`config.mk`:
```
export PLATFORM = sky130hd
export DESIGN_NAME = det_regs
export DESIGN_NICKNAME = d
export VERILOG_FILES = /design/src/hdl/det_pkg.sv /design/src/hdl/det_regs.sv
export SDC_FILE = /design/constraint.sdc
export NUM_CORES = 1
export LEC_CHECK = 0
export ABC_AREA = 1
export BUFFER_PORTS_ARGS = -buffer_cell sky130_fd_sc_hd__buf_2
export CORE_MARGIN = 3
export CORE_UTILIZATION = 25
export DETAILED_ROUTE_END_ITERATION = 16
export PLACE_DENSITY_LB_ADDON = 0.15
export SYNTH_ARGS = -nofsm -noshare
export SYNTH_HDL_FRONTEND = slang
export SYNTH_SLANG_ARGS = --single-unit
```
`constraint.sdc`:
```
create_clock -name clk -period 2.2 [get_ports clk]
set_input_delay 0.22 -clock clk [delete_from_list [all_inputs] [get_ports clk]]
set_output_delay 0.22 -clock clk [all_outputs]
set_load 0.02 [all_outputs]
```
`src/hdl/det_pkg.sv`:
```
// shared widths, register map, status bits and engine states; imported by every determinant block
package det_pkg;

	////////////////////////////////////////////////////////////////////////////
	// matrix geometry
	localparam logic [3:0] MAX_N  = 4'd8; // largest matrix side
	localparam int         IDX_W  = 3;    // row or column index
	localparam int         SIZE_W = 4;    // holds 1..MAX_N
	localparam int         WORD_W = 32;

	typedef logic signed [WORD_W-1:0] det_word_t; // signed integer entry
	typedef logic [IDX_W-1:0]         mx_idx_t;
	typedef logic [SIZE_W-1:0]        mx_size_t;
	typedef logic [5:0]               mx_addr_t;  // phys row * MAX_N + col
	typedef logic [31:0]              bus_addr_t; // byte address on the master bus

	////////////////////////////////////////////////////////////////////////////
	// slave register map
	localparam logic REG_PTR    = 1'b0; // write side
	localparam logic REG_RESULT = 1'b0; // read side
	localparam logic REG_LEN    = 1'b1; // write starts a run
	localparam logic REG_STATUS = 1'b1; // read side

	localparam int STAT_BUSY_BIT     = 0;
	localparam int STAT_SINGULAR_BIT = 1; // needed since all ones is also det -1

	localparam det_word_t SINGULAR_RESULT = 32'hffff_ffff;

	// elimination FSM
	typedef enum logic [3:0] {
		IDLE,
		INIT,        // reset row map and sign
		PIVOT_READ,
		PIVOT_CHECK, // zero pivot rotates
		PRELOAD,     // pivot row and column into local arrays
		SWEEP_READ,
		SWEEP_DIV,
		SWEEP_WRITE,
		NEXT_COL,
		FINISH,
		SINGULAR
	} det_state_e;

endpackage

```
`src/hdl/det_regs.sv`:
```
// processor register block; holds pointer and size, starts a run on a size write, reads back result and status
`timescale 1ns/1ns

module det_regs (
	input  logic               clk,
	input  logic               reset,
	input  logic               i_slave_address,
	input  logic               i_slave_write,
	input  logic               i_slave_read,
	input  det_pkg::det_word_t i_slave_writedata,
	input  logic               i_done,
	input  det_pkg::det_word_t i_result,
	input  logic               i_singular,
	output det_pkg::det_word_t o_slave_readdata,
	output logic               o_irq,
	output logic               o_start,
	output det_pkg::bus_addr_t o_ptr,
	output det_pkg::mx_size_t  o_size
);
	import det_pkg::*;

	logic      busy;
	logic      len_write;
	det_word_t status;

	assign len_write = i_slave_write && (i_slave_address == REG_LEN) && !busy; // dropped while busy

	always_ff @(posedge clk) begin
		if (reset) begin
			busy    <= 1'b0;
			o_start <= 1'b0;
			o_irq   <= 1'b0;
			o_size  <= '0;
		end else begin
			o_start <= len_write; // kicks the dma
			if (len_write) begin
				busy   <= 1'b1;
				o_size <= i_slave_writedata[SIZE_W-1:0];
			end else if (i_done) begin
				busy <= 1'b0; // clears together with irq rising
			end
			if (i_done)
				o_irq <= 1'b1;
			else if (i_slave_read)
				o_irq <= 1'b0; // any read acks
		end
	end

	always_ff @(posedge clk) begin
		if (i_slave_write && i_slave_address == REG_PTR)
			o_ptr <= i_slave_writedata;
	end

	always_comb begin
		status                    = '0;
		status[STAT_BUSY_BIT]     = busy;
		status[STAT_SINGULAR_BIT] = i_singular; // held from the last run
	end

	// zero wait readback
	always_comb begin
		case (i_slave_address)
			REG_RESULT: o_slave_readdata = i_result;
			REG_STATUS: o_slave_readdata = status;
			default:    o_slave_readdata = '0;
		endcase
	end

endmodule

```
After elaboration in Yosys (flattened, before gate mapping)
Cells that the tools add are included.
{ "word_totals": {"regBits": 39, "latchBits": 0, "ram_bits": 0, "mem_bits_ro": 0, "in_bits": 71, "out_inout_bits": 70, "n_memories": 0} }
{ "op_classes": {"addsub": 0, "n_mul": 0, "div": 0, "order_cmp": 0, "n_eq_ne": 0, "shift": 0, "muxes": 5, "n_bitwise": 1, "reduce_logical": 6} }
{ "ops": {"columns": ["operator", "n"], "rows": [
  ["$pmux 32 s2", 1],
  ["$mux 1", 4],
  ["$reduce_bool 2->1", 2],
  ["$logic_and 1x1->1", 3],
  ["$logic_not 1->1", 1],
  ["$not 1->1", 1]
]} }

Longest topological paths before layout
{ "logic_depth": {"ltp_word": 3, "depth_mapped": 5, "ltp_nobuf": 5} }

Least setup slack after synthesis
No wires, ideal clock.
{ "synth_path": {"path_type": "in2reg", "from": "input port i_slave_address", "to": "register o_ptr[0], enable pin", "setup_time_ps": 422, "t_arrival_ps": 1908, "t_required_ps": 1778, "setup_slack_ps": -130, "stages": 3, "path_cell_list": "buf_4 buf_2 nor2_1"} }
{ "synth_via": {"elab_chain_cells": 2} }
{ "synth_lines": {"columns": ["item", "line", "source"], "rows": [
  ["start, declared", "det_regs.sv:7", "input logic i_slave_address,"],
  ["$not 1->1", "det_regs.sv:50", "if (i_slave_write && i_slave_address == REG_PTR)"],
  ["$logic_and 1x1->1", "det_regs.sv:50", null],
  ["end signal, assigned", "det_regs.sv:51", "o_ptr <= i_slave_writedata;"],
  ["end, declared", "det_regs.sv:17", "output det_pkg::bus_addr_t o_ptr,"]
]} }
No other way between the ends.
A chain may end at the register's enable or synchronous reset.

Worst setup path after layout
{ "layout_path": {"from": "input port i_slave_address", "to": "output port o_slave_readdata[0]"} }
{ "layout_via": {"elab_chain_cells": 2} }
{ "layout_lines": {"columns": ["item", "line", "source"], "rows": [
  ["$not 1->1", "det_regs.sv:62", "case (i_slave_address)"],
  ["$pmux 32 s2 (*)", "det_regs.sv:62", null],
  ["end, declared", "det_regs.sv:14", "output det_pkg::det_word_t o_slave_readdata,"]
]} }
Mark *: on every way between the ends. The rest lies on a longest branch, timed or not.

==> results.sh <==
export IMPL_status="complete, no violations"
export IMPL_final_setup_skew_ns=0.001959
export IMPL_hpwlAfterDp_mm=3.259
export IMPL_row_count=27
export IMPL_end_kind="primary output"
export IMPL_slowest_stage="buf_2"
export IMPL_slew_violations=0
export IMPL_path_delay_family="buffers and inverters"
export IMPL_place_area_um2=2287
export IMPL_cts_sinks=39
export IMPL_path_cells="buf_2 -> inv_1 -> o21ai_0 -> buf_2"
export IMPL_wl_met3_um=462
export IMPL_crit_type="in -> out"
export IMPL_ant_nets=0
export IMPL_max_cap_viol_count=0
export IMPL_die_y_um=83.69
export IMPL_power_density_nw_per_um2=738.2
export IMPL_htreeDepth=2
export IMPL_start_util=0.2659
export IMPL_slew_limit_headroom=0.6253
export IMPL_ioPinCount=141
export IMPL_cts_made_buffers=5
export IMPL_synth_nets=212
export IMPL_crit_required_ns=1.98
export IMPL_vias=1345
export IMPL_period_share=0.6826
export IMPL_irDropWorstVdd_v=0.0003674
export IMPL_nets=356
export IMPL_grt_overflow=0
export IMPL_track_usage=0.1111
export IMPL_syn2layout_area_growth_pct=59.37
export IMPL_grt_max_degree=35
export IMPL_insertion_delay_ns=0.28
export IMPL_grt_antenna_before_repair=0
export IMPL_path_buf_inv=3
export IMPL_period_minus_slack_ns=1.502
export IMPL_crit_fanout=34
export IMPL_syn_inst=141
export IMPL_p_leak_nw=1.337
export IMPL_hold_buffers=0
export IMPL_wl_mm=3.945
export IMPL_die_area_um2=7004
export IMPL_cts_tree="built"
export IMPL_fmax_mhz=665.9
export IMPL_yosysWarnings=0
export IMPL_port_buffers=140
export IMPL_synth_distinct_cells=10
export IMPL_core_um2=5675
export IMPL_drc_errors=0
export IMPL_diodes=0
export IMPL_cts_resized_gates=0
export IMPL_drt_first_pass_iters=4
export IMPL_gp_congestion=0.7397
export IMPL_worst_setup_path_start_kind="primary input"
export IMPL_die_w_um=83.69
export IMPL_setup_tns_ns=0
export IMPL_cts_setup_buffers=0
export IMPL_wl_met1_mm=1.516
export IMPL_avgSynthCellArea_um2=10.70
export IMPL_slowest_delay_ns=0.45
export IMPL_fillers=584
export IMPL_highest_layer="met4"
export IMPL_holdWs_ns=0.1082
export IMPL_grt_first_pass_wirelength_mm=6.106
export IMPL_finalSetupViolCount=0
export IMPL_final_hold_violation_count=0
export IMPL_clkTransAtPathRegs_ns=0.07
export IMPL_wire_per_inst_um=11.02
export IMPL_drt_vias_per_instance=3.757
export IMPL_ys_seq_area_frac=0.7297
export IMPL_dpl_cell_count=350
export IMPL_cts_buffer_depth=2
export IMPL_worst_pin_slew_ns=0.5620
export IMPL_worst_path_most_repeated_cell="buf_2"
export IMPL_final_area_um2=2405
export IMPL_final_cells=358
export IMPL_yosys_register_bits=39
export IMPL_dr_wl_met2_mm=1.925
export IMPL_layout_drive_gt1_share=0.5280
export IMPL_min_path_type="in -> reg"
export IMPL_root_buffer="clkbuf_8"
export IMPL_drtIter0Drc=34
export IMPL_arrival_ns=1.28
export IMPL_grt_pass1_vias=1329
export IMPL_syn_area_um2=1509
export IMPL_rsz0062_at_grt="false"
[cells in the mapped netlist]
cell / instances / share of area
a21oi_1: 2 / 0.0066
buf_2: 3 / 0.0099
buf_4: 1 / 0.0050
dfxtp_1: 7 / 0.093
edfxtp_1: 32 / 0.64
inv_1: 40 / 0.099
nand2_1: 14 / 0.035
nand3_4: 1 / 0.012
nor2_1: 40 / 0.099
o21ai_0: 1 / 0.0033
[per-stage QoR]
step | worst slack [ns] | util | total power [mW]
3_3_place_gp | 0.6597 | 0.4030 | 1.191
5_1_grt | 0.5424 | 0.4237 | 1.860
6_report | 0.6983 | 0.4237 | 1.775
3_5_place_dp | 0.6487 | 0.4030 | 1.192
2_1_floorplan | 0.3995 | - | 1.047
4_1_cts | 0.6451 | 0.4237 | 1.803
[power breakdown]
part	switching, mW	internal [mW]	leakage, nW
Clock	0.239	0.367	0.0612
Combinational	0.193	0.114	0.918
Sequential	0.0116	0.851	0.358
[worst paths after layout]
path	slack [ns]	end	cells after the start	startpoint
hold reg to reg	0.47	busy	2	busy
setup / recovery	0.70	o_slave_readdata[0]	4	i_slave_address
setup reg to reg	1.33	o_size[3]	4	busy
hold / removal	0.11	o_ptr[5]	1	i_slave_writedata[5]
[cell usage in the layout (no fill, tap or decap)]
cell,instances
nand2_1,14
buf_2,140
nor2_2,1
inv_1,40
a21oi_1,2
clkinv_2,1
nor2_1,39
buf_4,1
dfxtp_1,7
o21ai_0,1
edfxtp_1,32
clkbuf_8,6
nand3_4,1
bufinv_16,1
[worst register-to-register path, delay by kind of cell (launching register included)]
kind          cells  cell delay (ns)
buf+inv           1             0.10
simple gates      3             0.35
flops             1             0.31
[kinds of logic (layout without fill, tap and decap cells)]
family          count (synthesis)  count (layout)  synth area share
buf+inv                        44             189            0.1144
compound gates                  3               3          0.009947
simple gates                   55              55            0.1459
flops                          39              39            0.7297
[registers in the layout (all words and copies together), names as in the netlist]
name and flops:
busy 1, o_size 4, o_ptr 32, o_start 1, o_irq 1
[cell type report]
cell class                      count  area (um2)  share of cell area
Clock buffer                        6       82.58             0.03434
Inverter                           40       150.1             0.06243
Sequential cell                    39        1101              0.4579
Clock inverter                      2       35.03             0.01457
Multi-Input combinational cell     58       237.7             0.09886
Timing Repair Buffer              141       708.2              0.2945
Tap cell                           72       90.09             0.03746
[metal layers]
metal  global-route usage  vias to the layer above
li1                     -                      702
met1               0.1215                      549
met2               0.1952                       90
met3              0.04837                        4
met4              0.03070                        0
met5                    0                        -
Note: power is estimated with default switching activity, not from simulation.
