### config.mk
export PLATFORM = sky130hd
export DESIGN_NAME = det_row_map
export DESIGN_NICKNAME = d
export VERILOG_FILES = /design/src/hdl/det_pkg.sv /design/src/hdl/det_row_map.sv
export SDC_FILE = /design/constraint.sdc
export NUM_CORES = 1
export LEC_CHECK = 0
export ABC_AREA = 1
export BUFFER_PORTS_ARGS = -buffer_cell sky130_fd_sc_hd__buf_4
export CELL_PAD_IN_SITES_DETAIL_PLACEMENT = 0
export CELL_PAD_IN_SITES_GLOBAL_PLACEMENT = 1
export CORE_ASPECT_RATIO = 1.2
export CORE_MARGIN = 5
export CORE_UTILIZATION = 38
export DETAILED_ROUTE_END_ITERATION = 8
export PLACE_DENSITY = 0.86
export SLEW_MARGIN = 25
export SYNTH_ARGS = -nofsm -noshare
export SYNTH_HDL_FRONTEND = slang
export SYNTH_SLANG_ARGS = --single-unit
### constraint.sdc
create_clock -name clk -period 1.8 [get_ports clk]
set_input_delay 0.09 -clock clk [delete_from_list [all_inputs] [get_ports clk]]
set_output_delay 0.09 -clock clk [all_outputs]
set_load 0.03 [all_outputs]
### src/hdl/det_pkg.sv
// shared widths, register map, status bits and engine states; imported by every determinant block
package det_pkg;

	////////////////////////////////////////////////////////////////////////////
	// matrix geometry
	localparam logic [3:0] MAX_N  = 4'd8; // largest matrix side
	localparam int         IDX_W  = 3;    // row or column index
	localparam int         SIZE_W = 4;    // holds 1..MAX_N
	localparam int         WORD_W = 32;

	typedef logic signed [WORD_W-1:0] det_word_t; // signed integer entry
	typedef logic [IDX_W-1:0]         mx_idx_t;
	typedef logic [SIZE_W-1:0]        mx_size_t;
	typedef logic [5:0]               mx_addr_t;  // phys row * MAX_N + col
	typedef logic [31:0]              bus_addr_t; // byte address on the master bus

	////////////////////////////////////////////////////////////////////////////
	// slave register map
	localparam logic REG_PTR    = 1'b0; // write side
	localparam logic REG_RESULT = 1'b0; // read side
	localparam logic REG_LEN    = 1'b1; // write starts a run
	localparam logic REG_STATUS = 1'b1; // read side

	localparam int STAT_BUSY_BIT     = 0;
	localparam int STAT_SINGULAR_BIT = 1; // needed since all ones is also det -1

	localparam det_word_t SINGULAR_RESULT = 32'hffff_ffff;

	// elimination FSM
	typedef enum logic [3:0] {
		IDLE,
		INIT,        // reset row map and sign
		PIVOT_READ,
		PIVOT_CHECK, // zero pivot rotates
		PRELOAD,     // pivot row and column into local arrays
		SWEEP_READ,
		SWEEP_DIV,
		SWEEP_WRITE,
		NEXT_COL,
		FINISH,
		SINGULAR
	} det_state_e;

endpackage

### src/hdl/det_row_map.sv
// logical to physical row table for the engine; identity on init, cyclic shift of rows on rotate
`timescale 1ns/1ns

module det_row_map (
	input  logic              clk,
	input  logic              reset,
	input  logic              i_init,
	input  logic              i_rotate,
	input  det_pkg::mx_idx_t  i_pivot,
	input  det_pkg::mx_size_t i_size,
	input  det_pkg::mx_idx_t  i_lookup_a,
	input  det_pkg::mx_idx_t  i_lookup_b,
	output det_pkg::mx_idx_t  o_phys_a,
	output det_pkg::mx_idx_t  o_phys_b
);
	import det_pkg::*;

	mx_idx_t row_tbl [MAX_N];
	mx_idx_t last_idx;

	assign last_idx = mx_idx_t'(i_size - 1'b1);

	always_ff @(posedge clk) begin
		if (reset || i_init) begin
			for (int v = 0; v < MAX_N; v++)
				row_tbl[v] <= mx_idx_t'(v);
		end else if (i_rotate) begin
			row_tbl[i_pivot] <= row_tbl[last_idx]; // bottom row up to pivot
			for (int v = 1; v < MAX_N; v++) begin
				if (v > i_pivot && v <= last_idx)
					row_tbl[v] <= row_tbl[v-1]; // rest slide down one
			end
		end
	end

	// combinational lookups
	assign o_phys_a = row_tbl[i_lookup_a];
	assign o_phys_b = row_tbl[i_lookup_b];

endmodule

# Yosys cells after proc, flatten, opt, wreduce, memory -nomap -nowiden
# Memories as Yosys holds them, arrays and structs flattened.
# Index checks and enable logic that the tools add are counted.
word_totals:
  mem_count: 1
  ff_bits: 0
  in_bits: 17
  output_inout_bits: 6
  ram_bits: 24
  word_cells: 75
mem_list:
  columns: ["name", "depth", "width", "rd", "rd_ports_with_merged_regs", "write_ports", "line", "text"]
  rows:
  - ["row_tbl", 8, 3, 10, 0, 8, "det_row_map.sv:18", "mx_idx_t row_tbl [MAX_N];"]
classes:
  n_addsub: 1
  reduce_logical: 9
  magnitude_cmp: 14
  bitwise_logic: 7
  n_mux: 43
op_table:
  columns: ["op", "n"]
  rows:
  - ["2-to-1 mux 1 bit", 34]
  - ["2-to-1 mux 3 bit", 9]
  - ["greater-than comparator 3 bit (first input constant)", 4]
  - ["<= comparator 3 bit (first input constant)", 4]
  - ["logical AND 1 bit", 7]
  - ["bitwise OR 1 bit", 7]
  - ["greater-than comparator 2 x 3 -> 1 bit (first input constant)", 2]
  - ["<= comparator 2 x 3 -> 1 bit (first input constant)", 2]
  - ["greater-than comparator 1 x 3 -> 1 bit (first input constant)", 1]
  - ["<= comparator 1 x 3 -> 1 bit (first input constant)", 1]
  - ["OR reduction 3 bit", 1]
  - ["subtractor 3 x 1 -> 3 bit (second input constant)", 1]
  - ["logical OR 1 bit", 1]

# Depth between registers and ports, before layout
logic_depth:
  ltp_word: 8
  ltp_mapped: 13
  mapped_depth_nobuf: 11

# Worst setup path before layout
# No wires, ideal clock.
synth_timing:
  kind: "input to register"
  from: "input i_size[0]"
  to: "memory row_tbl[6][0] (netlist bit), enable pin"
  slack_ps: 48
  arrival_time_ps: 1397
  t_required_ps: 1445
  setup_time_ps: 355
  path_stages: 8
  n_path_buf: 3
  cell_sequence: "buf_6 > inv_2 > buf_6 > ha_1 > buf_2 > inv_1 > a21oi_1 > o31ai_1"
synth_lines:
  columns: ["element", "line", "text"]
  rows:
  - ["start, declared", "det_row_map.sv:10", "input det_pkg::mx_size_t i_size,"]
  - ["end, declared", "det_row_map.sv:18", null]

==> flow_metrics.py <==
metrics = {
    "run_status": {
        "status": "finished clean",
    },
    "place": {
        "place_inst": 420,
        "routabilityCongestion": 0.860,
        "place_hpwl_um": 4620,
        "post-place-ws_ns": 0.193,
        "port_buffers": 21,
    },
    "synth": {
        "yosysTopAreaCell": "edfxtp_1",
        "synth_edf_count": 24,
        "synth-compound-area-share_pct": 14.7,
        "synth_most_common_cell": "nand2_1",
        "syn_inst": 340,
        "ys_ff_latch": 24,
        "avgSynthCellArea_um2": 6.48,
        "synth_top_family_by_area": "simple AND/OR/NAND/NOR gates",
        "synth_top_cell_area_share_pct": 32.7,
        "synth_area_mm2": 0.00220,
        "synth_common_cells": "nand2_1, o21ai_0, inv_1, edfxtp_1, a21oi_1",
        "syn_nets": 361,
        "synthTopCellsByArea": "edfxtp_1, nand2_1, o21ai_0",
        "yosys_warnings": 0,
        "yosysSeqAreaShare_pct": 32.7,
        "synth_top_flop_cell": "edfxtp_1",
        "synth_simple_gate_area_share_pct": 39.5,
        "synth.distinct_cells": 23,
        "synthAdderAreaFrac_pct": 2.27,
        "synthMuxAreaShare_pct": 0,
        "synthArstFlopShare_pct": 0,
        "synth_xor_area_share_pct": 0,
    },
    "timing": {
        "max_slew_margin_pct": 74.2,
        "hold_violations": 0,
        "fin_skew_ns": 0.00501,
        "min_period_over_period_pct": 79.6,
        "rsz0062_at_grt": "no",
        "worst_slack_ns": 0.367,
        "worstMarginPinSlew_ns": 0.383,
        "post-route-min-period_ns": 1.43,
        "drv_slew": 0,
        "setup_viol": 0,
        "fmax_ghz": 0.698,
        "tns_ns": 0,
    },
    "die": {
        "rows": 30,
        "die_area_mm2": 0.00742,
        "die_w_um": 79.5,
        "io_pins": 23,
        "initial_core_util_pct": 39.1,
        "fp.dieH_um": 93.4,
        "core_area_mm2": 0.00563,
    },
    "drt": {
        "ant_nets": 0,
        "via_count": 2209,
        "firstDrtPassIters": 5,
        "routedWlPerCell_um": 13.8,
        "wl_um": 5820,
        "drt_iter0_markers": 120,
        "drc_errors": 0,
        "vias_per_cell": 5.22,
    },
    "power_and_ir_drop": {
        "p_total_w": 0.00138,
        "p_leak_nw": 1.18,
        "power.density_mw_per_mm2": 565,
        "ir_worst_vdd_mv": 0.200,
    },
    "critical_path": {
        "critical_path_peak_fanout": 3,
        "cp.arrival_ns": 1.34,
        "worstPathRequired_ns": 1.71,
        "critPathCaptureType": "output pin",
        "critPathKind": "flop to output pin",
        "max_stage_delay_ns": 0.39,
        "slowest_stage": "edfxtp_1",
        "path_cells": "inv_1 -> a21oi_1 -> o21ai_0 -> o21ai_0 -> nand2_1 -> nand2_1 -> buf_4",
        "cp.buffers_inverters": 2,
        "timing.rr.start": "row_tbl[4][2]",
        "path_delay_family": "flip-flops",
        "worstSetupStartpointType": "flop",
        "crit_start": "row_tbl[5][2]",
    },
    "clock_tree": {
        "cts_buffers": 3,
        "cts_hold_buffers": 0,
        "clk_pin_slew_ns": 0.08,
        "numClockSinks": 24,
        "ctsResizeCount": 0,
        "htree_levels": 1,
        "clk_path_buf_depth": 2,
        "post_cts_buffers": 0,
        "insertion_delay_ns": 0.27,
        "cts-root-buf": "clkbuf_8",
        "cts_tree": "done",
    },
    "final_layout": {
        "final-seq-area_um2": 721,
        "antenna_cells": 0,
        "nFillCells": 587,
        "nets": 382,
        "drive_gt1_share_pct": 16.7,
        "syn_to_final_growth_pct": 11.0,
        "reg_top3": "row_tbl x24",
        "largest_reg_flops": 24,
        "multi_input_area_mm2": 0.00124,
        "largest_register": "row_tbl",
        "stdcell_count": 423,
    },
    "global_route": {
        "antenna_found_initial": 0,
        "grt_pass1_vias": 2044,
        "grt.total_usage_pct": 16.4,
        "overflow": 0,
        "grt_first_pass_wirelength_um": 9540,
        "grt_max_degree": 20,
    },
    "run": {
        "drv_cap": 0,
    },
    "min_path": {
        "hp-start": "reset",
        "hold_path.class": "primary input to flop",
    },
}
worst register-to-register path, delay by kind of cell (launching register included):
kind             cells  cell delay [ns]
AO/OA/AOI/OAI        1             0.07
flip-flops           1             0.48
AND/OR/NAND/NOR      7             0.59
kinds of logic after synthesis:
| logic type | after synthesis |
|---|---|
| AND/OR/NAND/NOR | 194 |
| AO/OA/AOI/OAI | 64 |
| flip-flops | 24 |
| adder cells (fa/ha/maj) | 4 |
| buffers and inverters | 54 |
worst paths after layout:
path / to / slack [ns] / cells past startpoint
setup / recovery: o_phys_b[2] / 0.37 / 7
hold / removal: row_tbl[5][0] / 0.25 / 5
setup reg to reg: row_tbl[3][2] / 0.41 / 8
hold reg to reg: row_tbl[6][2] / 0.59 / 2
where the power goes:
group / switching [W] / total [W] / internal, W
logic: 0.000272 / 0.000404 / 0.000132
clock network: 0.000163 / 0.000313 / 0.000150
registers: 0.0000229 / 0.000664 / 0.000642
metal layers:
metal	vias to the layer above	global-route usage (%)	share of wire [%]
li1	1138	-	-
met3	15	1.06	5.6
met5	-	0	0
met1	974	20.9	45
met2	82	28.0	46
met4	0	7.88	3.2
placed cells by master, fill, tap and decap left out:
| cell | Yosys | final |
|---|---|---|
| ha_1 | 4 | 4 |
| nor2_4 | 2 | 2 |
| nand3b_1 | 1 | 1 |
| a21oi_1 | 23 | 23 |
| nand2_4 | 1 | 1 |
| nor3_2 | 4 | 4 |
| nor3_4 | 1 | 1 |
| nand4_1 | 9 | 9 |
| o21ai_0 | 38 | 38 |
| nand2_1 | 134 | 134 |
| nor2_1 | 13 | 13 |
| nor2_2 | 3 | 3 |
| o21ai_1 | 2 | 2 |
| edfxtp_1 | 24 | 24 |
| nand2_2 | 12 | 12 |
| inv_1 | 36 | 36 |
| nand3_1 | 14 | 14 |
| clkbuf_8 | 0 | 3 |
| buf_4 | 0 | 26 |
| inv_2 | 8 | 8 |
| o31ai_1 | 1 | 1 |
area by class of cell:
cell class                 instances  area share, %
timing repair buffer              26           7.98
multi-input combinational        262           50.8
sequential                        24           29.5
inverter                          44           6.76
clock buffer                       3           1.69
tap                               64           3.28
per-stage QoR:
stage | util, % | hold slack [ns] | instance area [um^2]
after floorplan | - | 0.371 | 2200
after global placement | 42.7 | 0.519 | 2400
after detailed placement | 42.7 | 0.518 | 2400
after CTS | 43.4 | 0.240 | 2440
after global routing | 43.4 | 0.266 | 2440
final | 43.4 | 0.245 | 2440
Power figures use the tool's default switching activity.
