$ cat config.mk
export PLATFORM = sky130hd
export DESIGN_NAME = det_divider
export DESIGN_NICKNAME = d
export VERILOG_FILES = /design/src/hdl/det_pkg.sv /design/src/hdl/det_divider.sv
export SDC_FILE = /design/constraint.sdc
export NUM_CORES = 1
export LEC_CHECK = 0
export BUFFER_PORTS_ARGS = -buffer_cell sky130_fd_sc_hd__buf_2
export CORE_UTILIZATION = 50
export DETAILED_ROUTE_END_ITERATION = 10
export PLACE_DENSITY = 0.71
export RECOVER_POWER = 100
export SLEW_MARGIN = 30
export SYNTH_ARGS = -nofsm -noshare
export SYNTH_HDL_FRONTEND = slang
export SYNTH_SLANG_ARGS = --single-unit
export TNS_END_PERCENT = 1
$ cat constraint.sdc
create_clock -name clk -period 12.2 [get_ports clk]
set_input_delay 0.61 -clock clk [delete_from_list [all_inputs] [get_ports clk]]
set_output_delay 0.61 -clock clk [all_outputs]
set_load 0.01 [all_outputs]
$ cat src/hdl/det_pkg.sv
// shared widths, register map, status bits and engine states; imported by every determinant block
package det_pkg;

	////////////////////////////////////////////////////////////////////////////
	// matrix geometry
	localparam logic [3:0] MAX_N  = 4'd8; // largest matrix side
	localparam int         IDX_W  = 3;    // row or column index
	localparam int         SIZE_W = 4;    // holds 1..MAX_N
	localparam int         WORD_W = 32;

	typedef logic signed [WORD_W-1:0] det_word_t; // signed integer entry
	typedef logic [IDX_W-1:0]         mx_idx_t;
	typedef logic [SIZE_W-1:0]        mx_size_t;
	typedef logic [5:0]               mx_addr_t;  // phys row * MAX_N + col
	typedef logic [31:0]              bus_addr_t; // byte address on the master bus

	////////////////////////////////////////////////////////////////////////////
	// slave register map
	localparam logic REG_PTR    = 1'b0; // write side
	localparam logic REG_RESULT = 1'b0; // read side
	localparam logic REG_LEN    = 1'b1; // write starts a run
	localparam logic REG_STATUS = 1'b1; // read side

	localparam int STAT_BUSY_BIT     = 0;
	localparam int STAT_SINGULAR_BIT = 1; // needed since all ones is also det -1

	localparam det_word_t SINGULAR_RESULT = 32'hffff_ffff;

	// elimination FSM
	typedef enum logic [3:0] {
		IDLE,
		INIT,        // reset row map and sign
		PIVOT_READ,
		PIVOT_CHECK, // zero pivot rotates
		PRELOAD,     // pivot row and column into local arrays
		SWEEP_READ,
		SWEEP_DIV,
		SWEEP_WRITE,
		NEXT_COL,
		FINISH,
		SINGULAR
	} det_state_e;

endpackage

$ cat src/hdl/det_divider.sv
// sequential signed 64 by 32 restoring divider for the exact elimination divides; done 65 cycles after start
`timescale 1ns/1ns

module det_divider (
	input  logic               clk,
	input  logic               reset,
	input  logic               i_start,
	input  logic signed [63:0] i_dividend,
	input  det_pkg::det_word_t i_divisor,
	output logic               o_done,
	output det_pkg::det_word_t o_quotient
);
	import det_pkg::*;

	logic [WORD_W:0]     rem;      // partial remainder plus carry bit
	logic [2*WORD_W-1:0] quo;      // dividend bits out, quotient bits in
	logic [WORD_W-1:0]   dvs;      // divisor magnitude
	logic                neg;
	logic [5:0]          count;
	logic                busy;
	logic [WORD_W:0]     trial;
	logic                fits;
	logic [WORD_W:0]     rem_next;
	logic [2*WORD_W-1:0] quo_next;

	// one restoring step
	always_comb begin
		trial    = {rem[WORD_W-1:0], quo[2*WORD_W-1]};
		fits     = trial >= {1'b0, dvs};
		rem_next = fits ? trial - {1'b0, dvs} : trial;
		quo_next = {quo[2*WORD_W-2:0], fits};
	end

	always_ff @(posedge clk) begin
		if (reset) begin
			busy   <= 1'b0;
			o_done <= 1'b0;
			count  <= '0;
		end else begin
			o_done <= 1'b0;
			if (i_start) begin
				busy  <= 1'b1;
				count <= '0;
				rem   <= '0;
				quo   <= i_dividend[63] ? -i_dividend : i_dividend; // magnitudes only
				dvs   <= i_divisor[WORD_W-1] ? -i_divisor : i_divisor;
				neg   <= i_dividend[63] ^ i_divisor[WORD_W-1];
			end else if (busy) begin
				rem   <= rem_next;
				quo   <= quo_next;
				count <= count + 1'b1;
				if (count == 6'd63) begin // 64th step
					busy       <= 1'b0;
					o_done     <= 1'b1;
					o_quotient <= neg ? -quo_next[WORD_W-1:0] : quo_next[WORD_W-1:0];
				end
			end
		end
	end

endmodule

# ---- Word level (Yosys, flattened, before mapping)
# Index checks and enable logic that the tools add are counted.
dict set report word_totals {
  in_bits 99
  register_bits 169
  out_inout_bits 33
  wordCells 37
}
dict set report op_classes {
  mux 11
  add_sub_neg 5
  n_eq_ne 1
  order_cmp 1
  n_bitwise 4
  reduce_logical 6
}
# op count
set ops {}
lappend ops {{two-way mux 64 bit} 3}
lappend ops {{two-way mux 32 bit} 3}
lappend ops {{negator 32 bit} 2}
lappend ops {{negator 64 bit} 1}
lappend ops {{greater-or-equal comparator 33 x 32 -> 1 bit} 1}
lappend ops {{subtractor 32 bit} 1}
lappend ops {{two-way mux 31 bit} 1}
lappend ops {{adder 6 x 1 -> 6 bit, second input constant} 1}
lappend ops {{equality test 6 bit, second input constant} 1}
lappend ops {{two-way mux 1 bit} 4}
lappend ops {{AND reduction 2 bit} 2}
lappend ops {{AND reduction 4 bit} 1}
lappend ops {{inverter 1 bit} 3}
lappend ops {{OR reduction 3 bit} 1}
lappend ops {{nonzero test 2 bit} 1}
lappend ops {{OR reduction 2 bit} 1}
lappend ops {{bitwise XOR 1 bit} 1}

# ---- Logic depth before layout (Yosys ltp)
dict set report logic_depth {
  depth_word 4
  mapped_depth 19
  depth_no_buf 18
}

# ---- Least setup slack after synthesis
# OpenSTA, ideal clock, no wires.
dict set report synth_timing {
  kind {input -> register}
  startpoint {input i_start}
  endpoint {register quo[0], enable pin}
  setup_slack_ps 6457
  n_path_buf 2
  setup_time_ps 553
  t_arrival_ps 5190
  required_ps 11647
  stages 4
  cell_sequence {clkbuf_1 > clkbuf_1 > nor2_1 > nor2_1}
}
dict set report synth_between {
  elab_chain_len 2
}
# element line
set synth_lines {}
lappend synth_lines {{from (decl)} det_divider.sv:7} ;# input logic i_start,
lappend synth_lines {{nonzero test 2 bit (no source line)} -}
lappend synth_lines {{AND reduction 2 bit (no source line)} -}
lappend synth_lines {{to (signal assigned)} det_divider.sv:45} ;# quo <= i_dividend[63] ? -i_dividend : i_dividend;
lappend synth_lines {{to (signal assigned)} det_divider.sv:50} ;# quo <= quo_next;
lappend synth_lines {{to (decl)} det_divider.sv:16} ;# logic [2*WORD_W-1:0] quo;
# No other way between the ends.
# A chain may end at the register's enable or synchronous reset.

# ---- Final worst setup path
dict set report layout_timing {
  startpoint {input i_start}
  endpoint {register quo[36], enable pin}
}
# Same word-level chain as after synthesis.

==> flow_summary.ini <==
[detailed_routing]
wire_per_inst_um = 15.95
dr.first_iter.drc_count = 610
wl_mm = 23.13
routed_via_density = 5.650
drc = 0
firstDrtPassIters = 5
ant_nets = 0
via_count = 8192

[grt]
grt_remaining_overflow = 0
grt_pass1_vias = 7709
antenna_found_initial = 5
gr-usage-all-layers_pct = 21.77
grt_pass1_wl_mm = 37.65
grt_max_degree = 79

[timing]
max_freq_mhz = 130.1
relSlewSlack_pct = -133.0
rsz0062_at_grt = false
tightest_slew_ps = 3495
tns_ps = 0
setup_violations = 0
fin_worst_skew_ps = 11.52
slew_violations = 408
finalHoldViolCount = 0
finalCritPeriodShare_pct = 62.98
min_period_ps = 7684

[critical_path]
cp.required_ps = 12170
worstPathArrival_ps = 7650
path_common_cell = clkbuf_1
setup.worst_path.class = in -> reg
start_kind = input pin
cp_num_buf_inv = 3
crit_chain = clkbuf_1 -> nor2_1 -> nor2_1 -> clkbuf_1 -> clkbuf_1
slowest_stage = clkbuf_1
path_max_fanout = 76
path_delay_family = buffers and inverters
slowest_delay_ps = 2530
crit_path_end_kind = flop

[place]
port_buffers = 131
gp_congestion = 0.8891
dp.cells = 1411
hpwl_mm = 16.58

[power_and_ir_drop]
ir_drop_v = 0.0001079
p_seq_share_pct = 44.7
p_per_area_mw_per_mm2 = 133.6
p_clk_share_pct = 32.7
intPower_mw = 1.120
switchingPower_mw = 0.4824
comb_power_share_pct = 22.6
leakage_nw = 4.445
p_sw_share_pct = 30.11

[cts]
cts_buffers = 17
root_buffer = clkbuf_16
cts.hold.buffers_added = 0
tritoncts = yes
cts_max_level = 4
clockBufferDepth = 2
cts-resized-gates = 0
insertion_delay_ps = 440
cts_sinks = 169
clk_pin_slew_ps = 70
cts_setup_buffers = 0

[floorplanning]
start_util_pct = 51.75
die_area_mm2 = 0.02187
coreArea_mm2 = 0.02056
rows = 52
die_x_um = 147.9
io_pins = 132
die_y_um = 147.9

[synthesis]
synth_ff_type = edfxtp_1
synthCells = 1047
synth_nets = 1183
synthArstFlopShare_pct = 0
syn_area_mm2 = 0.01064
synth_edf_count = 161
ys_seq_area_share_pct = 46.95
yosysUniqueCellTypes = 67
syn_area_per_cell_um2 = 10.16
yosysWarningCount = 0
synth_seq_cells = 169

[layout]
drive_gt1_share_pct = 12.35
layout.cells.non_filler = 1450
final_nets = 1297
area_growth_pct = 12.69
multi_input_area_mm2 = 0.005241
num-fill-cells = 1842
seqCellArea_mm2 = 0.004995

[flow_run]
cap_violations = 7

[worst_hold_path]
worstHoldPathType = in -> reg

[run_status]
outcome = finished with violations
violations = max-capacitance violations, max-slew violations
==> cells in the mapped netlist (3+ instances only) <==
| cell | n | share of area, % |
|---|---|---|
| a21o_1 | 10 | 0.71 |
| o21ai_1 | 3 | 0.14 |
| o21ai_0 | 45 | 2.1 |
| o21a_1 | 16 | 1.1 |
| o32ai_1 | 5 | 0.41 |
| dfxtp_1 | 8 | 1.5 |
| buf_2 | 6 | 0.28 |
| nor3_1 | 17 | 0.80 |
| nor4_1 | 8 | 0.47 |
| xor2_1 | 69 | 5.7 |
| a211oi_1 | 10 | 0.71 |
| nand2_1 | 73 | 2.6 |
| a21oi_1 | 88 | 4.1 |
| o41ai_1 | 23 | 1.9 |
| inv_1 | 50 | 1.8 |
| nor2_1 | 120 | 4.2 |
| or2_2 | 6 | 0.35 |
| o41ai_2 | 3 | 0.46 |
| nand4_1 | 10 | 0.59 |
| nor2b_1 | 8 | 0.47 |
| clkbuf_1 | 35 | 1.2 |
| ha_1 | 36 | 4.2 |
| or4_4 | 4 | 0.42 |
| or3_1 | 14 | 0.82 |
| nand2b_1 | 7 | 0.41 |
| a31oi_1 | 4 | 0.24 |
| mux2i_1 | 20 | 1.9 |
| o211ai_1 | 3 | 0.21 |
| or4_1 | 13 | 0.92 |
| edfxtp_1 | 161 | 45 |
| o22ai_1 | 3 | 0.18 |
| and2_1 | 3 | 0.18 |
| xnor2_1 | 76 | 6.3 |
| o31ai_1 | 34 | 2.4 |
| nand2b_4 | 3 | 0.39 |
| nand3_1 | 11 | 0.52 |
==> final cells by class <==
cell class	instances	share of cell area (%)
Antenna cell	6	0.1252
Inverter	50	1.565
Sequential cell	169	41.66
Tap cell	270	2.818
Clock inverter	15	1.211
Multi-Input combinational cell	785	43.72
Clock buffer	17	3.548
Timing Repair Buffer	138	5.354
==> cells by family after synthesis <==
logic type / count (synthesis) / synth area share, %
muxes: 20 / 1.882
xor gates and xnor gates: 145 / 11.94
and+or+nand+nor: 314 / 14.74
adders and majority gates: 37 / 4.422
AOI/OAI and AO/OA: 269 / 16.72
DFF: 169 / 46.95
buffers and inverters: 93 / 3.352
==> per-stage QoR <==
| step | hold slack (ps) | power, mW | utilization [%] | setup WS [ps] | area (um2) |
|---|---|---|---|---|---|
| floorplan | 458.5 | 0.9887 | - | 6457 | 10640 |
| global route | 487.2 | 1.678 | 58.31 | 3826 | 11990 |
| detailed placement | 484.2 | 1.080 | 56.16 | 7869 | 11550 |
| global placement | 473.7 | 1.071 | 56.03 | 7997 | 11520 |
| CTS | 404.3 | 1.604 | 58.94 | 7856 | 12120 |
| finish | 486.6 | 1.602 | 58.31 | 4516 | 11990 |
==> path summary, 6_finish.rpt <==
| path | slack, ps | end | depth (start not counted) | start |
|---|---|---|---|---|
| worst max-delay path | 4520 | quo[36] | 5 | i_start |
| worst min-delay path | 490 | dvs[0] | 1 | i_divisor[0] |
| worst max register to register | 6090 | rem[15] | 11 | rem[0] |
| worst min register to register | 500 | count[5] | 2 | count[5] |
==> placed cells by master (no fill, tap or decap), types with 11 or more instances in the layout <==
cell type,n
clkbuf_1,44
a21oi_1,88
mux2i_1,20
buf_2,93
inv_1,50
nor3_1,16
xnor2_1,76
or3_1,14
o21ai_0,47
or4_1,16
o41ai_1,25
clkbuf_16,17
o21a_1,16
xor2_1,69
edfxtp_1,161
ha_1,36
nand2_1,73
nand3_1,11
o31ai_1,34
nor2_1,120
==> power by group through the flow <==
stage                     combinational [mW]  clock, mW  sequential (mW)
after global placement                 0.346          0            0.726
after floorplan                        0.268          0            0.721
after CTS                              0.357      0.532            0.715
final                                  0.362      0.524            0.716
after detailed placement               0.353          0            0.727
after global routing                   0.404      0.555            0.720
==> flip-flops by register name, indices dropped and copies added, names as in the netlist <==
signal,flops
quo,64
dvs,32
o_quotient,32
rem,32
count,6
busy,1
neg,1
o_done,1
==> layer usage <==
metal  up-vias  track usage, %  wire [um]
met2       161           35.94      10850
met1      3894           28.89      10970
met5         -               0          0
li1       4101               -          -
met3        36           2.963        793
met4         0           8.866        515
Note: power is estimated with default switching activity, not from simulation.
