$ cat src/hdl/det_pkg.sv
// shared widths, register map, status bits and engine states; imported by every determinant block
package det_pkg;

	////////////////////////////////////////////////////////////////////////////
	// matrix geometry
	localparam logic [3:0] MAX_N  = 4'd8; // largest matrix side
	localparam int         IDX_W  = 3;    // row or column index
	localparam int         SIZE_W = 4;    // holds 1..MAX_N
	localparam int         WORD_W = 32;

	typedef logic signed [WORD_W-1:0] det_word_t; // signed integer entry
	typedef logic [IDX_W-1:0]         mx_idx_t;
	typedef logic [SIZE_W-1:0]        mx_size_t;
	typedef logic [5:0]               mx_addr_t;  // phys row * MAX_N + col
	typedef logic [31:0]              bus_addr_t; // byte address on the master bus

	////////////////////////////////////////////////////////////////////////////
	// slave register map
	localparam logic REG_PTR    = 1'b0; // write side
	localparam logic REG_RESULT = 1'b0; // read side
	localparam logic REG_LEN    = 1'b1; // write starts a run
	localparam logic REG_STATUS = 1'b1; // read side

	localparam int STAT_BUSY_BIT     = 0;
	localparam int STAT_SINGULAR_BIT = 1; // needed since all ones is also det -1

	localparam det_word_t SINGULAR_RESULT = 32'hffff_ffff;

	// elimination FSM
	typedef enum logic [3:0] {
		IDLE,
		INIT,        // reset row map and sign
		PIVOT_READ,
		PIVOT_CHECK, // zero pivot rotates
		PRELOAD,     // pivot row and column into local arrays
		SWEEP_READ,
		SWEEP_DIV,
		SWEEP_WRITE,
		NEXT_COL,
		FINISH,
		SINGULAR
	} det_state_e;

endpackage

$ cat src/hdl/det_dma.sv
// bus-master reader; fetches N*N words from the pointer and lays them row-major into the matrix RAM
`timescale 1ns/1ns

module det_dma (
	input  logic               clk,
	input  logic               reset,
	input  logic               i_start,
	input  det_pkg::bus_addr_t i_ptr,
	input  det_pkg::mx_size_t  i_size,
	input  logic               i_waitrequest,
	input  det_pkg::det_word_t i_readdata,
	input  logic               i_readdatavalid,
	output det_pkg::bus_addr_t o_address,
	output logic               o_read,
	output det_pkg::mx_addr_t  o_load_addr,
	output det_pkg::det_word_t o_load_data,
	output logic               o_load_we,
	output logic               o_load_done
);
	import det_pkg::*;

	logic [6:0] total;    // N*N, up to 64
	logic [6:0] req_cnt;  // accepted requests so far
	mx_idx_t    last_idx;
	mx_idx_t    rx_row;
	mx_idx_t    rx_col;
	logic       rx_active;
	logic       rx_last;  // final word in the write stage

	assign total    = i_size * i_size;
	assign last_idx = mx_idx_t'(i_size - 1'b1);

	////////////////////////////////////////////////////////////////////////////
	// request side, held while waitrequest is up
	always_ff @(posedge clk) begin
		if (reset) begin
			o_read    <= 1'b0;
			o_address <= '0;
			req_cnt   <= '0;
		end else if (i_start) begin
			o_read    <= 1'b1;
			o_address <= i_ptr;
			req_cnt   <= '0;
		end else if (o_read && !i_waitrequest) begin
			req_cnt <= req_cnt + 1'b1;
			if (req_cnt == total - 1'b1)
				o_read <= 1'b0; // last one accepted
			else
				o_address <= o_address + 32'd4;
		end
	end

	////////////////////////////////////////////////////////////////////////////
	// receive side, in order
	always_ff @(posedge clk) begin
		if (reset) begin
			rx_active   <= 1'b0;
			rx_last     <= 1'b0;
			o_load_we   <= 1'b0;
			o_load_done <= 1'b0;
		end else begin
			o_load_we   <= 1'b0;
			o_load_done <= rx_last; // last word lands in ram at this edge
			rx_last     <= 1'b0;
			if (i_start) begin
				rx_active <= 1'b1;
				rx_row    <= '0;
				rx_col    <= '0;
			end else if (rx_active && i_readdatavalid) begin
				o_load_we   <= 1'b1;
				o_load_addr <= rx_row * MAX_N + rx_col;
				o_load_data <= i_readdata;
				if (rx_col == last_idx) begin
					rx_col <= '0;
					rx_row <= rx_row + 1'b1;
					if (rx_row == last_idx) begin
						rx_active <= 1'b0;
						rx_last   <= 1'b1;
					end
				end else begin
					rx_col <= rx_col + 1'b1;
				end
			end
		end
	end

endmodule

$ cat config.mk
export PLATFORM = sky130hd
export DESIGN_NAME = det_dma
export DESIGN_NICKNAME = d
export VERILOG_FILES = /design/src/hdl/det_pkg.sv /design/src/hdl/det_dma.sv
export SDC_FILE = /design/constraint.sdc
export NUM_CORES = 1
export LEC_CHECK = 0
export ABC_AREA = 1
export ABC_CLOCK_PERIOD_IN_PS = 3900
export BUFFER_PORTS_ARGS = -buffer_cell sky130_fd_sc_hd__buf_2
export CAP_MARGIN = 20
export CORE_MARGIN = 4
export CORE_UTILIZATION = 52
export DETAILED_ROUTE_END_ITERATION = 10
export HOLD_SLACK_MARGIN = 0.12
export PLACE_DENSITY = 0.8
export SYNTH_ARGS = -nofsm -noshare
export SYNTH_HDL_FRONTEND = slang
export SYNTH_SLANG_ARGS = --single-unit
export TNS_END_PERCENT = 30
$ cat constraint.sdc
create_clock -name clk -period 3.9 [get_ports clk]
set_input_delay 0.78 -clock clk [delete_from_list [all_inputs] [get_ports clk]]
set_output_delay 0.78 -clock clk [all_outputs]
set_load 0.02 [all_outputs]
**Yosys cells after proc, flatten, opt, wreduce, memory -nomap -nowiden**

Cells that the tools add are included.

- Register bits after elaboration: 88
- Bits in latches: 0
- Memory bits (writable): 0
- ROM bits: 0
- Output and inout port bits: 73
- Word-level logic and storage cells: 59
- Memories kept: 0

- Add/sub/neg operators: 7
- Multiply operators: 1
- Div/mod/pow operators: 0
- $lt $le $gt $ge: 0
- Eq/ne operators: 4
- Shift-type cells: 0
- Multiplexer cells: 16
- Bitwise logic cells: 4
- Reduce and logical (&&, ||, !) cells: 16

Operators with widths:

| cell | number |
|---|---|
| $mux W32 | 3 |
| $add A32 B3 Y32 const B | 1 |
| $mux W3 | 4 |
| $reduce_bool A2 Y1 | 5 |
| $mux W1 | 9 |
| $reduce_and A3 Y1 | 3 |
| $add A7 B1 Y7 const B | 1 |
| $eq A7 B7 Y1 | 1 |
| $mul A4 B4 Y7 | 1 |
| $sub A7 B1 Y7 const B | 1 |
| $add A3 B1 Y3 const B | 2 |
| $add A6 B3 Y6 | 1 |
| $eq A3 B3 Y1 | 2 |
| $reduce_and A2 Y1 | 3 |
| $not A1 Y1 | 4 |
| $reduce_or A4 Y1 | 1 |
| $sub A3 B1 Y3 const B | 1 |
| $logic_and A1 B1 Y1 | 2 |
| $ne A2 B2 Y1 const B | 1 |
| $reduce_or A2 Y1 | 1 |
| $logic_not A1 Y1 | 1 |

**Longest topological paths before layout**

- Word-level depth: 6
- Gate-level depth with buffers: 19

**Least setup slack after synthesis**

Ideal clock, no wire load.

- Path kind: in2reg
- Start: in i_start
- End: reg o_load_addr[0] (enable)
- Setup time: 0.433 ns
- Arrival time: 2.890 ns
- Data required time: 3.467 ns
- Slack: 0.576 ns
- Stages: 4
- Buffers on the path: 1
- Cell sequence: buf_2 > nor2_1 > inv_1 > nor2_1

- Longest elaborated chain between the ends: 2

RTL lines:

| what | line | source |
|---|---|---|
| start, declared | det_dma.sv:7 | `input logic i_start,` |
| $not A1 Y1 (no line) | -- |  |
| $reduce_and A3 Y1 (no line) | -- |  |
| end signal, assigned | det_dma.sv:71 | `o_load_addr <= rx_row * MAX_N + rx_col;` |
| end, declared | det_dma.sv:15 | `output det_pkg::mx_addr_t o_load_addr,` |

No other way between the ends.
A chain may end at the register's enable or synchronous reset.

**Final worst setup path**

- Start: in i_size[1]
- End: reg o_address[11]

- Longest elaborated chain between the ends: 5

RTL lines:

| what | line | source |
|---|---|---|
| start, declared | det_dma.sv:9 | `input det_pkg::mx_size_t i_size,` |
| $mul A4 B4 Y7 | det_dma.sv:30 | `assign total = i_size * i_size;` |
| $sub A7 B1 Y7 | det_dma.sv:46 | `if (req_cnt == total - 1'b1)` |
| $eq A7 B7 Y1 | det_dma.sv:46 |  |
| $ne A2 B2 Y1 (no line) | -- |  |
| $reduce_and A2 Y1 (no line) | -- |  |
| end signal, assigned | det_dma.sv:42 | `o_address <= i_ptr;` |
| end signal, assigned | det_dma.sv:49 | `o_address <= o_address + 32'd4;` |
| end, declared | det_dma.sv:13 | `output det_pkg::bus_addr_t o_address,` |

No other way between the ends.

==> impl_metrics.env <==
export IMPL_grt_pass1_wl_um=20800
export IMPL_avgRoutedWirePerCell_um=13.9
export IMPL_cts_root_buf="clkbuf_8"
export IMPL_synth_area_top_cells="edfxtp_1 (27%), dfxtp_1 (18%), nand2_1 (15%)"
export IMPL_clkTransAtPathRegs_ns=0.10
export IMPL_hold_class="flip-flop to flip-flop"
export IMPL_dieHeight_um=105
export IMPL_start_util=0.533
export IMPL_syn_area_per_cell_um2=7.55
export IMPL_cp_common_cell="nand2_1"
export IMPL_viasPerCell=5.16
export IMPL_seqPwrFrac=0.499
export IMPL_worstMarginPinSlew_ns=0.959
export IMPL_grtUsageTotal=0.228
export IMPL_post_cts_buffers=0
export IMPL_fin_skew_ns=0.0139
export IMPL_cts_max_level=3
export IMPL_antenna_found_initial=0
export IMPL_final_cell_mix="nand2_1 (193), buf_2 (145), nor2_1 (87)"
export IMPL_io_pins=146
export IMPL_layoutNonFillerInstCount=925
export IMPL_power_frac_comb=0.185
export IMPL_cts_tree="yes"
export IMPL_p_int_uw=1460
export IMPL_clockBufferDepth=2
export IMPL_io_buffers=145
export IMPL_p_sw_uw=636
export IMPL_setup_tns_ns=0
export IMPL_drive_gt1_frac=0.231
export IMPL_place_area_um2=5740
export IMPL_p_leak_uw=0.00263
export IMPL_cp_end_kind="flip-flop"
export IMPL_yosysSeqAreaShare=0.447
export IMPL_slew_headroom=0.359
export IMPL_insertion_delay_ns=0.36
export IMPL_coreArea_um2=9240
export IMPL_grt_pass1_vias=4377
export IMPL_crit_path_max_fanout=15
export IMPL_met3_usage=0.0514
export IMPL_top_usage_layer="met2"
export IMPL_worstPathArrival_ns=3.64
export IMPL_grt_max_degree=45
export IMPL_drv_cap=0
export IMPL_met1_usage=0.307
export IMPL_dp_hpwl_um=9690
export IMPL_drt_wl_total_um=12900
export IMPL_layout_cells_most_common="nand2_1"
export IMPL_switching_share=0.303
export IMPL_die_width_um=105
export IMPL_cp_required_ns=4.13
export IMPL_cpMaxStageDelayCell="ha_1"
export IMPL_met2_usage=0.374
export IMPL_status="finished clean"
export IMPL_rows=35
export IMPL_fin_crit_ns=3.41
export IMPL_synthCells=652
export IMPL_dp_cells=909
export IMPL_p_per_area_nw_per_um2=353
export IMPL_fmax_ghz=0.293
export IMPL_ctsHoldBuffers=0
export IMPL_ys_types=37
export IMPL_postLayoutCellArea_um2=5950
export IMPL_dieArea_um2=11100
export IMPL_ys_ff_latch=88
export IMPL_ctsResizeCount=0
export IMPL_final_hold_viol_count=0
export IMPL_setup_violations=0
export IMPL_gp_congestion=0.926
export IMPL_first_pass_iters=6
export IMPL_start_kind="input pin"
export IMPL_synth_top_area_frac=0.268
export IMPL_netlist_area_um2=4920
export IMPL_syn_to_final_growth_pct=20.8
export IMPL_syn_num_nets=738
export IMPL_yosysWarnings=0
export IMPL_period_share=0.874
export IMPL_peakVddDrop_uv=209
export IMPL_drt_iter0_drc=332
export IMPL_path_cells="buf_2 > nand2_1 > ha_1 > xor2_1 > xor2_1 > ha_1 > ha_1 > a21oi_1 > nand2_1 > nand2_1 > nand2_1 > nor2_4 > nand4_4 > buf_12 > nand3_1 > a21oi_1"
export IMPL_critPathMaxStageDelay_ns=0.36
export IMPL_cts_buffers=9
export IMPL_fillers=842
export IMPL_rsz0062_at_grt="no"
export IMPL_drtAntennaViolNets=0
export IMPL_clock_sinks=88
export IMPL_crit_type="input pin to flip-flop"
export IMPL_diodes=0
export IMPL_fin_nets=877
export IMPL_vias=4775
export IMPL_drv_slew=0
export IMPL_drc_errors=0
export IMPL_grt_overflow_total=0
export IMPL_yosysTopAreaCell="edfxtp_1"
export IMPL_clkPwrFrac=0.316
==> critical path: cells and delay by family <==
kind | cells | cell delay, ns
and+or+nand+nor | 7 | 0.85
buffers and inverters | 2 | 0.40
AOI/OAI and AO/OA | 2 | 0.33
xor gates and xnor gates | 2 | 0.32
adders and majority gates | 3 | 0.96
==> synth_stat cells <==
| library cell | count |
|---|---|
| buf_1 | 2 |
| nand2_4 | 1 |
| dfxtp_1 | 44 |
| buf_6 | 1 |
| inv_1 | 55 |
| xor2_1 | 13 |
| o21ai_1 | 1 |
| buf_8 | 2 |
| a21oi_1 | 36 |
| inv_6 | 1 |
| nand4_4 | 1 |
| nand3_2 | 1 |
| o21ai_0 | 18 |
| nor4_1 | 1 |
| o21bai_1 | 2 |
| o21a_1 | 1 |
| mux2i_1 | 1 |
| a31oi_1 | 2 |
| o31ai_1 | 1 |
| nand3_4 | 1 |
| xnor2_1 | 10 |
| inv_2 | 2 |
| nand2_1 | 193 |
| nand3b_1 | 2 |
| nor3_1 | 5 |
| nand3_1 | 74 |
| ha_1 | 13 |
| buf_2 | 6 |
| nor2_2 | 1 |
| a21oi_4 | 1 |
| nand2_2 | 7 |
| nor3b_1 | 4 |
| clkbuf_1 | 9 |
| nor2_1 | 88 |
| nor2_4 | 3 |
| nand4_1 | 5 |
| edfxtp_1 | 44 |
==> layout make-up <==
class                   instances  area, um^2  share of cell area
multi-input cells             486        2390               0.402
clock buffers                   9         124              0.0208
well taps                     129         161              0.0271
inverters                      58         223              0.0375
clock inverters                 7        83.8              0.0141
repair buffers                148         761               0.128
flip-flops and latches         88        2200               0.370
==> metrics by stage <==
stage	utilization	setup slack, ns	hold slack [ns]	total power [uW]
final	0.644	0.492	0.415	2100
after global routing	0.644	0.268	0.447	2210
after CTS	0.644	0.506	0.423	2110
after detailed placement	0.621	0.119	0.415	1460
after global placement	0.621	0.233	0.403	1440
after floorplan	-	0.576	0.388	1340
==> power by group through the flow <==
stage	logic [uW]	registers, uW	clock network [uW]
after floorplan	243	1090	0
after global placement	376	1070	0
after detailed placement	389	1070	0
after CTS	391	1050	673
after global routing	437	1050	718
final	388	1050	662
==> per-layer routing <==
metal  share of wire  vias to the layer above  wire, um
met5               0                        -         0
met4          0.0097                        0       125
met3           0.088                       13      1140
met2            0.46                      201      5980
met1            0.44                     2154      5650
li1                -                     2407         -
==> worst paths after layout <==
kind | from | end | slack, ns | cells after the start
worst max register to register | o_address[2] | o_address[20] | 1.64 | 10
worst min register to register | rx_last | o_load_done | 0.41 | 2
worst min-delay path | rx_last | o_load_done | 0.41 | 2
worst max-delay path | i_size[1] | o_address[11] | 0.49 | 16
==> registers in the layout, indices dropped and copies added, names as in the netlist, 3 cells and up <==
name         count
o_load_addr      6
o_load_data     32
req_cnt          7
o_address       32
rx_col           3
rx_row           3
==> cells by family (layout without fill, tap and decap cells) <==
family,count (synthesis),in the layout,synth area share
DFF,88,88,0.447
buffers and inverters,78,222,0.0681
and+or+nand+nor,387,387,0.341
adders and majority gates,13,13,0.0330
AOI/OAI and AO/OA,62,62,0.0679
xor gates and xnor gates,23,23,0.0409
muxes,1,1,0.00203
No activity file was read; power rests on OpenSTA's default activity.
